File: config.mk
export PLATFORM = sky130hd
export DESIGN_NAME = thorExecUnit
export DESIGN_NICKNAME = d
export VERILOG_FILES = /design/src/design/thorBusPkg.sv /design/src/design/thorIsaPkg.sv /design/src/design/thorAlu.sv /design/src/design/thorAxiSlave.sv /design/src/design/thorDecodeHasImm.sv /design/src/design/thorDecoder.sv /design/src/design/thorExecUnit.sv /design/src/design/thorRegfile.sv
export VERILOG_INCLUDE_DIRS = /design/src /design/src/design
export SDC_FILE = /design/constraint.sdc
export NUM_CORES = 2
export LEC_CHECK = 0
export BUFFER_PORTS_ARGS = -buffer_cell sky130_fd_sc_hd__buf_2
export CAP_MARGIN = 40
export CORE_ASPECT_RATIO = 1.4
export CORE_MARGIN = 5
export CORE_UTILIZATION = 64
export CTS_CLUSTER_SIZE = 25
export DETAILED_ROUTE_END_ITERATION = 12
export PLACE_DENSITY = 0.81
export SYNTH_ARGS = -nofsm -noshare
export SYNTH_HDL_FRONTEND = slang
export SYNTH_SLANG_ARGS = --single-unit
File: constraint.sdc
create_clock -name clk -period 13.1 [get_ports clk]
set_input_delay 2.62 -clock clk [delete_from_list [all_inputs] [get_ports clk]]
set_output_delay 2.62 -clock clk [all_outputs]
set_load 0.01 [all_outputs]
File: src/design/thorCore_params.svh
// Thor execution slice constants for datapath widths, instruction fields and the host address map
`ifndef THOR_CORE_PARAMS_SVH
`define THOR_CORE_PARAMS_SVH

// =========================================================================
// Datapath
// =========================================================================

// Width of a general register and of every ALU operand
`define THOR_XLEN 32
// Size of the register file and the width of an index into it
`define THOR_NREGS 32
`define THOR_REGW 5
// Retired and illegal counters share the status word half and half
`define THOR_CNTW 16

// =========================================================================
// Instruction fields, packed from bit 0 upward
// =========================================================================

// Opcode sits in the low bits, then rd, ra, and rb or the immediate
`define THOR_OPCW 7
// Immediate covers bits 31:17, so it overlaps rb in its low five bits
`define THOR_IMMW 15
// Unused upper bits of a register form, above rb
`define THOR_FUNCTW 10

// =========================================================================
// Host port address map
// =========================================================================

`define THOR_AXI_AW 12
`define THOR_ADDR_INSTR 12'h000
`define THOR_ADDR_STATUS 12'h004
// Register window, one word per register
`define THOR_ADDR_REGBASE 12'h080

`endif

File: src/design/thorBusPkg.sv
// Host bus types: AXI4-Lite request and response structs and the response codes
`include "thorCore_params.svh"

package thorBusPkg;

	// Response codes on bresp and rresp
	localparam logic [1:0] RESP_OKAY   = 2'b00;
	localparam logic [1:0] RESP_SLVERR = 2'b10;

	// Everything the host drives, all five channels together
	typedef struct packed {
		logic                      awvalid;
		logic [`THOR_AXI_AW-1:0]   awaddr;
		logic                      wvalid;
		logic [`THOR_XLEN-1:0]     wdata;
		logic [`THOR_XLEN/8-1:0]   wstrb;
		logic                      bready;
		logic                      arvalid;
		logic [`THOR_AXI_AW-1:0]   araddr;
		logic                      rready;
	} axiReq_t;

	// Everything the slave drives back
	typedef struct packed {
		logic                  awready;
		logic                  wready;
		logic                  bvalid;
		logic [1:0]            bresp;
		logic                  arready;
		logic                  rvalid;
		logic [`THOR_XLEN-1:0] rdata;
		logic [1:0]            rresp;
	} axiRsp_t;

endpackage

File: src/design/thorIsaPkg.sv
// Thor instruction set types: opcodes, instruction word layouts, decoded and executed forms
`include "thorCore_params.svh"

package thorIsaPkg;

	// =========================================================================
	// Opcodes
	// =========================================================================

	// Register and immediate ALU forms are kept by the slice
	// The memory, cache and return opcodes are named only for immediate detection
	typedef enum logic [`THOR_OPCW-1:0]
	{
		OP_ADDI  = 7'h04,
		OP_SUBFI = 7'h05,
		OP_ANDI  = 7'h08,
		OP_ORI   = 7'h09,
		OP_EORI  = 7'h0A,
		OP_SLTI  = 7'h0B,
		OP_ADD   = 7'h10,
		OP_SUB   = 7'h11,
		OP_AND   = 7'h12,
		OP_OR    = 7'h13,
		OP_EOR   = 7'h14,
		OP_SLT   = 7'h15,
		OP_RTD   = 7'h1B,
		OP_LDB   = 7'h40,
		OP_LDBU  = 7'h41,
		OP_LDW   = 7'h42,
		OP_LDWU  = 7'h43,
		OP_LDT   = 7'h44,
		OP_LDTU  = 7'h45,
		OP_LDO   = 7'h46,
		OP_LDA   = 7'h4A,
		OP_CACHE = 7'h4F,
		OP_STB   = 7'h50,
		OP_STW   = 7'h51,
		OP_STT   = 7'h52,
		OP_STO   = 7'h53
	} opcode_t;

	// Register form, with rb in bits 21:17
	typedef struct packed {
		logic [`THOR_FUNCTW-1:0] funct;
		logic [`THOR_REGW-1:0]   rb;
		logic [`THOR_REGW-1:0]   ra;
		logic [`THOR_REGW-1:0]   rd;
		opcode_t                 opcode;
	} rForm_t;

	// Immediate form, the 15-bit immediate fills bits 31:17
	typedef struct packed {
		logic [`THOR_IMMW-1:0] imm;
		logic [`THOR_REGW-1:0] ra;
		logic [`THOR_REGW-1:0] rd;
		opcode_t               opcode;
	} iForm_t;

	// Both views describe the same 32-bit word
	typedef union packed {
		rForm_t r;
		iForm_t i;
	} instruction_t;

	// =========================================================================
	// Pipeline payloads
	// =========================================================================

	// subFrom computes operand B minus operand A, for subfi
	typedef enum logic [2:0]
	{
		ALU_ADD, ALU_SUB, ALU_SUBF, ALU_AND, ALU_OR, ALU_EOR, ALU_SLT, ALU_NONE
	} aluOp_t;

	// Decode to execute
	typedef struct packed {
		logic                  valid;
		logic                  illegal;
		logic                  we;
		logic [`THOR_REGW-1:0] rd;
		aluOp_t                aluOp;
		logic [`THOR_XLEN-1:0] a;
		logic [`THOR_XLEN-1:0] b;
	} decoded_t;

	// Execute to result stage, also the forwarding source
	typedef struct packed {
		logic                  valid;
		logic                  illegal;
		logic                  we;
		logic [`THOR_REGW-1:0] rd;
		logic [`THOR_XLEN-1:0] result;
	} execResult_t;

endpackage

File: src/design/thorAlu.sv
// Execute stage that computes the ALU result and registers it with its destination
`timescale 1ns/1ps
`include "thorCore_params.svh"

module thorAlu
(
	input  logic                    clk,
	input  logic                    rst,
	input  thorIsaPkg::decoded_t    dec,
	output thorIsaPkg::execResult_t res
);

	logic [`THOR_XLEN-1:0] result;
	logic                  lessThan;

	// Signed compare for slt and slti
	assign lessThan = $signed(dec.a) < $signed(dec.b);

	// =========================================================================
	// Operation select
	// =========================================================================

	always_comb
	begin
		case (dec.aluOp)
		thorIsaPkg::ALU_ADD:
			result = dec.a + dec.b;
		thorIsaPkg::ALU_SUB:
			result = dec.a - dec.b;
		// Reverse subtract, so subfi gives the immediate minus the register
		thorIsaPkg::ALU_SUBF:
			result = dec.b - dec.a;
		thorIsaPkg::ALU_AND:
			result = dec.a & dec.b;
		thorIsaPkg::ALU_OR:
			result = dec.a | dec.b;
		thorIsaPkg::ALU_EOR:
			result = dec.a ^ dec.b;
		thorIsaPkg::ALU_SLT:
			result = {{(`THOR_XLEN-1){1'b0}}, lessThan};
		// Illegal instructions carry no operation and produce zero
		default:
			result = '0;
		endcase
	end

	// =========================================================================
	// Execute register
	// =========================================================================

	always_ff @(posedge clk)
	begin
		if (rst)
		begin
			res.valid   <= 1'b0;
			res.illegal <= 1'b0;
			res.we      <= 1'b0;
		end
		else
		begin
			// Control bits pass through one cycle behind decode
			res.valid   <= dec.valid;
			res.illegal <= dec.illegal;
			res.we      <= dec.we;
			res.rd      <= dec.rd;
			res.result  <= result;
		end
	end

endmodule

File: src/design/thorAxiSlave.sv
// AXI4-Lite slave that issues written instruction words and returns register and status reads
`timescale 1ns/1ps
`include "thorCore_params.svh"

module thorAxiSlave
(
	input  logic                     clk,
	input  logic                     rst,
	input  thorBusPkg::axiReq_t      req,
	output thorBusPkg::axiRsp_t      rsp,
	input  logic                     busy,
	output logic                     issue,
	output thorIsaPkg::instruction_t instr,
	output logic [`THOR_REGW-1:0]    hostIdx,
	input  logic [`THOR_XLEN-1:0]    hostData,
	input  logic [`THOR_CNTW-1:0]    retired,
	input  logic [`THOR_CNTW-1:0]    illegal
);

	// Byte span of the register window
	localparam logic [`THOR_AXI_AW-1:0] WIN_BYTES = `THOR_AXI_AW'(`THOR_NREGS * 4);

	logic                    wrFire;
	logic                    rdFire;
	logic                    wrIsInstr;
	logic [`THOR_AXI_AW-1:0] regOff;
	logic                    inWindow;
	logic                    isStatus;
	logic [`THOR_XLEN-1:0]   rdDataSel;
	logic [1:0]              rdRespSel;
	logic                    bvalidQ;
	logic [1:0]              brespQ;
	logic                    rvalidQ;
	logic [`THOR_XLEN-1:0]   rdataQ;
	logic [1:0]              rrespQ;

	// =========================================================================
	// Handshakes
	// =========================================================================

	// Address and data are taken together, one write in flight at a time
	assign wrFire = req.awvalid && req.wvalid && !bvalidQ;
	// Reads wait until every issued instruction has retired, including one
	// that is being accepted in this very cycle
	assign rdFire = req.arvalid && !rvalidQ && !busy && !wrFire;

	assign wrIsInstr = (req.awaddr == `THOR_ADDR_INSTR);

	// =========================================================================
	// Read address decode
	// =========================================================================

	// Addresses below the base wrap to large offsets and fall outside
	assign regOff   = req.araddr - `THOR_ADDR_REGBASE;
	assign inWindow = (regOff < WIN_BYTES) && (regOff[1:0] == 2'b00);
	assign isStatus = (req.araddr == `THOR_ADDR_STATUS);
	assign hostIdx  = regOff[`THOR_REGW+1:2];

	always_comb
	begin
		rdDataSel = '0;
		rdRespSel = thorBusPkg::RESP_SLVERR;
		if (isStatus)
		begin
			// Illegal count in the upper half, retired count in the lower
			rdDataSel = {illegal, retired};
			rdRespSel = thorBusPkg::RESP_OKAY;
		end
		else if (inWindow)
		begin
			rdDataSel = hostData;
			rdRespSel = thorBusPkg::RESP_OKAY;
		end
	end

	// =========================================================================
	// Response state
	// =========================================================================

	always_ff @(posedge clk)
	begin
		if (rst)
		begin
			bvalidQ <= 1'b0;
			rvalidQ <= 1'b0;
			issue   <= 1'b0;
		end
		else
		begin
			// One cycle pulse per accepted instruction word
			issue <= wrFire && wrIsInstr;
			if (wrFire)
				bvalidQ <= 1'b1;
			else if (req.bready)
				bvalidQ <= 1'b0;
			if (rdFire)
				rvalidQ <= 1'b1;
			else if (req.rready)
				rvalidQ <= 1'b0;
		end
	end

	// Response payloads are captured at their handshake and then held
	always_ff @(posedge clk)
	begin
		if (wrFire)
		begin
			instr  <= thorIsaPkg::instruction_t'(req.wdata);
			brespQ <= wrIsInstr ? thorBusPkg::RESP_OKAY : thorBusPkg::RESP_SLVERR;
		end
		if (rdFire)
		begin
			rdataQ <= rdDataSel;
			rrespQ <= rdRespSel;
		end
	end

	always_comb
	begin
		rsp.awready = wrFire;
		rsp.wready  = wrFire;
		rsp.bvalid  = bvalidQ;
		rsp.bresp   = brespQ;
		rsp.arready = rdFire;
		rsp.rvalid  = rvalidQ;
		rsp.rdata   = rdataQ;
		rsp.rresp   = rrespQ;
	end

endmodule

File: src/design/thorDecodeHasImm.sv
// Immediate detector that flags opcodes taking their second operand from the immediate field
`timescale 1ns/1ps

module thorDecodeHasImm
(
	input  thorIsaPkg::instruction_t instr,
	output logic                     hasImm
);

	// The opcode bits are common to both instruction views
	always_comb
	begin
		case (instr.i.opcode)
		// Arithmetic and logic immediates
		thorIsaPkg::OP_ADDI, thorIsaPkg::OP_SUBFI, thorIsaPkg::OP_ANDI,
		thorIsaPkg::OP_ORI, thorIsaPkg::OP_EORI, thorIsaPkg::OP_SLTI:
			hasImm = 1'b1;
		// Return carries its deallocation amount as an immediate
		thorIsaPkg::OP_RTD:
			hasImm = 1'b1;
		// Memory and cache forms use the immediate as a displacement
		thorIsaPkg::OP_LDB, thorIsaPkg::OP_LDBU, thorIsaPkg::OP_LDW,
		thorIsaPkg::OP_LDWU, thorIsaPkg::OP_LDT, thorIsaPkg::OP_LDTU,
		thorIsaPkg::OP_LDO, thorIsaPkg::OP_LDA, thorIsaPkg::OP_CACHE,
		thorIsaPkg::OP_STB, thorIsaPkg::OP_STW, thorIsaPkg::OP_STT,
		thorIsaPkg::OP_STO:
			hasImm = 1'b1;
		default:
			hasImm = 1'b0;
		endcase
	end

endmodule

File: src/design/thorDecoder.sv
// Decode stage that selects the ALU operation and reads forwarded operands into a register
`timescale 1ns/1ps
`include "thorCore_params.svh"

module thorDecoder
(
	input  logic                     clk,
	input  logic                     rst,
	input  logic                     issue,
	input  thorIsaPkg::instruction_t instr,
	output logic [`THOR_REGW-1:0]    rdA,
	output logic [`THOR_REGW-1:0]    rdB,
	input  logic [`THOR_XLEN-1:0]    rfDataA,
	input  logic [`THOR_XLEN-1:0]    rfDataB,
	input  thorIsaPkg::execResult_t  exFwd,
	input  thorIsaPkg::execResult_t  wbFwd,
	output thorIsaPkg::decoded_t     dec
);

	logic                  hasImm;
	logic                  legal;
	thorIsaPkg::aluOp_t    aluOp;
	logic [`THOR_XLEN-1:0] immExt;
	logic [`THOR_XLEN-1:0] opA;
	logic [`THOR_XLEN-1:0] regB;

	// Register zero reads zero, then the youngest in-flight result wins
	function automatic logic [`THOR_XLEN-1:0] fnOperand(
		input logic [`THOR_REGW-1:0] idx,
		input logic [`THOR_XLEN-1:0] fileData,
		input thorIsaPkg::execResult_t ex,
		input thorIsaPkg::execResult_t wb
	);
		if (idx == '0)
			return '0;
		if (ex.valid && ex.we && ex.rd == idx)
			return ex.result;
		if (wb.valid && wb.we && wb.rd == idx)
			return wb.result;
		return fileData;
	endfunction

	thorDecodeHasImm hasImm_i
	(
		.instr  (instr),
		.hasImm (hasImm)
	);

	// Opcode to ALU operation, anything unlisted is illegal
	always_comb
	begin
		legal = 1'b1;
		aluOp = thorIsaPkg::ALU_NONE;
		case (instr.r.opcode)
		thorIsaPkg::OP_ADD, thorIsaPkg::OP_ADDI:  aluOp = thorIsaPkg::ALU_ADD;
		thorIsaPkg::OP_SUB:                       aluOp = thorIsaPkg::ALU_SUB;
		thorIsaPkg::OP_SUBFI:                     aluOp = thorIsaPkg::ALU_SUBF;
		thorIsaPkg::OP_AND, thorIsaPkg::OP_ANDI:  aluOp = thorIsaPkg::ALU_AND;
		thorIsaPkg::OP_OR, thorIsaPkg::OP_ORI:    aluOp = thorIsaPkg::ALU_OR;
		thorIsaPkg::OP_EOR, thorIsaPkg::OP_EORI:  aluOp = thorIsaPkg::ALU_EOR;
		thorIsaPkg::OP_SLT, thorIsaPkg::OP_SLTI:  aluOp = thorIsaPkg::ALU_SLT;
		default:                                  legal = 1'b0;
		endcase
	end

	// Register file read addresses come straight from the word
	assign rdA = instr.r.ra;
	assign rdB = instr.r.rb;

	// Sign-extend the 15-bit field to the full width
	assign immExt = {{(`THOR_XLEN-`THOR_IMMW){instr.i.imm[`THOR_IMMW-1]}}, instr.i.imm};

	assign opA  = fnOperand(instr.r.ra, rfDataA, exFwd, wbFwd);
	assign regB = fnOperand(instr.r.rb, rfDataB, exFwd, wbFwd);

	always_ff @(posedge clk)
	begin
		if (rst)
		begin
			dec.valid   <= 1'b0;
			dec.illegal <= 1'b0;
			dec.we      <= 1'b0;
		end
		else
		begin
			dec.valid   <= issue;
			dec.illegal <= issue && !legal;
			// Writes to r0 are dropped here so later stages never see them
			dec.we      <= issue && legal && (instr.r.rd != '0);
			dec.rd      <= instr.r.rd;
			dec.aluOp   <= aluOp;
			dec.a       <= opA;
			dec.b       <= hasImm ? immExt : regB;
		end
	end

endmodule

File: src/design/thorExecUnit.sv
// Top of the execution slice joining the host slave, decode, execute and result stages
`timescale 1ns/1ps
`include "thorCore_params.svh"

module thorExecUnit
(
	input  logic                clk,
	input  logic                rst,
	input  thorBusPkg::axiReq_t req,
	output thorBusPkg::axiRsp_t rsp
);

	logic                     issue;
	thorIsaPkg::instruction_t instr;
	logic                     busy;
	logic [`THOR_REGW-1:0]    rdA;
	logic [`THOR_REGW-1:0]    rdB;
	logic [`THOR_REGW-1:0]    hostIdx;
	logic [`THOR_XLEN-1:0]    rfDataA;
	logic [`THOR_XLEN-1:0]    rfDataB;
	logic [`THOR_XLEN-1:0]    hostData;
	logic [`THOR_CNTW-1:0]    retired;
	logic [`THOR_CNTW-1:0]    illegal;
	thorIsaPkg::decoded_t     dec;
	thorIsaPkg::execResult_t  aluRes;

	// Something is in flight while any stage holds a valid instruction
	assign busy = issue | dec.valid | aluRes.valid;

	thorAxiSlave slave_i
	(
		.clk      (clk),
		.rst      (rst),
		.req      (req),
		.rsp      (rsp),
		.busy     (busy),
		.issue    (issue),
		.instr    (instr),
		.hostIdx  (hostIdx),
		.hostData (hostData),
		.retired  (retired),
		.illegal  (illegal)
	);

	// The register file writes straight from the execute register, so its
	// write port and the execute result are the same struct
	thorDecoder decoder_i
	(
		.clk     (clk),
		.rst     (rst),
		.issue   (issue),
		.instr   (instr),
		.rdA     (rdA),
		.rdB     (rdB),
		.rfDataA (rfDataA),
		.rfDataB (rfDataB),
		.exFwd   (aluRes),
		.wbFwd   (aluRes),
		.dec     (dec)
	);

	thorAlu alu_i
	(
		.clk (clk),
		.rst (rst),
		.dec (dec),
		.res (aluRes)
	);

	thorRegfile regfile_i
	(
		.clk      (clk),
		.rst      (rst),
		.res      (aluRes),
		.rdA      (rdA),
		.rdB      (rdB),
		.hostIdx  (hostIdx),
		.rfDataA  (rfDataA),
		.rfDataB  (rfDataB),
		.hostData (hostData),
		.retired  (retired),
		.illegal  (illegal)
	);

endmodule

File: src/design/thorRegfile.sv
// Result stage holding the register file and the retired and illegal instruction counters
`timescale 1ns/1ps
`include "thorCore_params.svh"

module thorRegfile
(
	input  logic                    clk,
	input  logic                    rst,
	input  thorIsaPkg::execResult_t res,
	input  logic [`THOR_REGW-1:0]   rdA,
	input  logic [`THOR_REGW-1:0]   rdB,
	input  logic [`THOR_REGW-1:0]   hostIdx,
	output logic [`THOR_XLEN-1:0]   rfDataA,
	output logic [`THOR_XLEN-1:0]   rfDataB,
	output logic [`THOR_XLEN-1:0]   hostData,
	output logic [`THOR_CNTW-1:0]   retired,
	output logic [`THOR_CNTW-1:0]   illegal
);

	logic [`THOR_XLEN-1:0] regs [`THOR_NREGS];

	// Every register reads zero after reset
	// Decode already cleared write-enable for r0, so entry zero is never written
	always_ff @(posedge clk)
	begin
		if (rst)
		begin
			for (int i = 0; i < `THOR_NREGS; i++)
				regs[i] <= '0;
		end
		else if (res.valid && res.we)
			regs[res.rd] <= res.result;
	end

	// Every result retires, illegal ones are also counted on their own
	always_ff @(posedge clk)
	begin
		if (rst)
		begin
			retired <= '0;
			illegal <= '0;
		end
		else if (res.valid)
		begin
			retired <= retired + 1'b1;
			if (res.illegal)
				illegal <= illegal + 1'b1;
		end
	end

	// Asynchronous reads, r0 is forced to zero on every port
	assign rfDataA  = (rdA == '0) ? '0 : regs[rdA];
	assign rfDataB  = (rdB == '0) ? '0 : regs[rdB];
	assign hostData = (hostIdx == '0) ? '0 : regs[hostIdx];

endmodule
==> metrics.cfg <==
[critical_path]
cp_slowest_stage_delay_ns=0.51
critPathLaunchType=input port
arrival_ns=4.15
criticalPathCategory=input port to output port
worstPathCellList=buf_2 -> nand3b_1 -> clkinv_1 -> buf_4 -> nor3_2 -> buf_2
endpoint_kind=output port
critPathSlowestCell=nand3b_1
cpMostUsedCell=buf_2
required_ns=10.48
critPathMaxFanout=46

[clocking]
clk_path_buf_depth=3
clk_latency_ns=0.80
postCtsSetupBuffers=0
clk_pin_slew_worst_paths_ns=0.07
cts_tree=built
cts_sinks=1250
htree_num_levels=3
cts_resized=0
cts-root-buf=clkbuf_16
hold_buffers=0
cts_made_buffers=118

[yosys]
synth_xor_area_share_pct=1.273
synthAdderAreaFrac_pct=2.179
ys_types=82
synth-compound-area-share_pct=4.259
synthArstFlopShare_pct=0
syn_area_mm2=0.07706
ys_seq_area_share_pct=48.05
synth_edf_count=1199
netlist_instances=5289
synth_area_leaders=edfxtp_1 47%, mux4_2 28%, and2_1 8.4%
synth_top_family_by_area=multiplexers
ys_seq_elements=1250
muxShareOfSynthArea_pct=29.39
synth-main-ff-cell=edfxtp_1
synth.avg_cell_area_um2=14.57
synth_top_area_cell=edfxtp_1
synthSimpleGateAreaFrac_pct=11.59
netlist.area_leader.share_pct=46.72
yosys_warnings=0

[sta]
tns_ns=0
setup_violations=0
holdWs_ns=0.4359
worst_pin_slew_ns=1.190
maxSlewHeadroom_pct=20.70
finClkSkew_ns=0.04673
fmax_mhz=147.7
min_period_over_period_pct=51.67
hold_viol=0
fin_crit_ns=6.769
maxSlewViolCount=0
rsz0062_at_grt=no

[floorplan]
die_w_um=303.3
rows=150
die_area_mm2=0.1275
coreArea_mm2=0.1196
die_y_um=420.6
io_pins=108
start_util_pct=64.46

[drt]
drt_wl_total_um=271800
wl_per_cell_um=39.39
first_pass_iters=8
num_vias=54620
via_per_inst=7.914
antenna_left=0
drc=0
drt_iter0_drc=9845

[power_and_ir_drop]
p_per_area_mw_per_mm2=123.2
ir_drop_mv=0.1284
p_leak_uw=0.03020
finalPower_uw=10410

[hold_path]
min_path_type=register to register

[global_route]
grt_pass1_wl_um=380300
antenna_found_initial=27
grt_use_total_pct=42.67
grt.overflow.total=0
grt_max_degree=124
grt_pass1_vias=54360

[final_layout]
drive_gt1_share_pct=29.16
multi_input_area_mm2=0.03817
final_common_cell=edfxtp_1
nets=5368
mostFrequentLayoutCells=1,199 x edfxtp_1, 1,030 x and2_1, 960 x mux4_2, 203 x o21ai_0, 203 x nand2_1
seq_area_mm2=0.03706
area_delta_synth_final_pct=9.625
fillers=7276

[placement]
gp_congestion=0.9692
portBuffers=101
hpwlAfterDp_um=165400

[status]
status=complete, no violations

[run]
cap_violations=0

==> layout make-up <==
cell class	count	area share [%]
Antenna cell	32	0.09479
Clock buffer	142	3.663
Clock inverter	84	1.216
Inverter	106	0.4799
Multi-Input combinational cell	3417	45.18
Sequential cell	1250	43.87
Tap cell	1596	2.364
Timing Repair Buffer	275	3.128
==> kinds of logic (layout without fill, tap and decap cells) <==
family,count (synthesis),count (layout)
compound gates,531,531
xor+xnor,112,112
fa+ha+maj,133,133
buf+inv,623,607
flops,1250,1250
mux,1062,1062
other cells,1,34
simple gates,1577,1577
==> state kept, by name (all words and copies together) (netlist names), named ones only <==
register,count
regfile_i.regs,1024
slave_i.brespQ,1
slave_i.issue,1
slave_i.rrespQ,1
slave_i.instr,32
alu_i.res,40
regfile_i.retired,16
slave_i.rvalidQ,1
slave_i.bvalidQ,1
slave_i.rdataQ,32
decoder_i.dec,75
regfile_i.illegal,16
==> worst max-delay path, delay by kind of cell <==
kind	cells	cell delay [ns]
simple gates	2	0.76
buf+inv	4	0.75
==> metal layers <==
layer	up-vias	track usage [%]	part of all wire [%]
met3	1751	16.59	17
met1	26510	48.22	27
met2	5895	63.91	45
met4	18	35.80	11
li1	20450	-	-
met5	-	0	0.048
==> worst paths after layout <==
path | startpoint | end | slack [ns] | cells past startpoint
worst max-delay path | req[64] | rsp[35] | 6.33 | 6
worst min-delay path | decoder_i.dec[70]$_DFFE_PN_ | alu_i.res[35]$_DFFE_PN_ | 0.44 | 0
worst max register to register | decoder_i.dec[66]$_DFFE_PN_ | alu_i.res[22]$_DFFE_PN_ | 7.42 | 15
worst min register to register | decoder_i.dec[70]$_DFFE_PN_ | alu_i.res[35]$_DFFE_PN_ | 0.44 | 0
==> Yosys cell counts (all sizes together) (23+ instances only) <==
library cell / instances
xor2: 43
dfxtp: 51
nor2: 166
o21ai: 236
ha: 131
mux4: 960
nor2b: 26
edfxtp: 1199
a21oi: 92
buf: 115
and2: 1030
nand2: 203
a211oi: 38
nand3: 34
clkbuf: 399
inv: 106
xnor2: 69
nor3: 23
mux2i: 100
==> power breakdown <==
part / internal (uW) / switching (uW)
combinational: 849 / 1110
clock: 2080 / 1640
sequential: 4540 / 200
total: 7460 / 2950
==> metrics by stage <==
stage / utilization [%] / cells / setup WS (ns) / cell area [um2]
4_1_cts: 70.54 / 6865 / 6.344 / 84330
5_1_grt: 70.62 / 6881 / 6.252 / 84420
2_1_floorplan: - / 5290 / 3.170 / 77060
6_report: 70.66 / 6902 / 6.331 / 84480
3_3_place_gp: 66.22 / 6594 / 6.034 / 79160
3_5_place_dp: 67.09 / 6639 / 6.351 / 80210
Note: power is estimated with default switching activity, not from simulation.
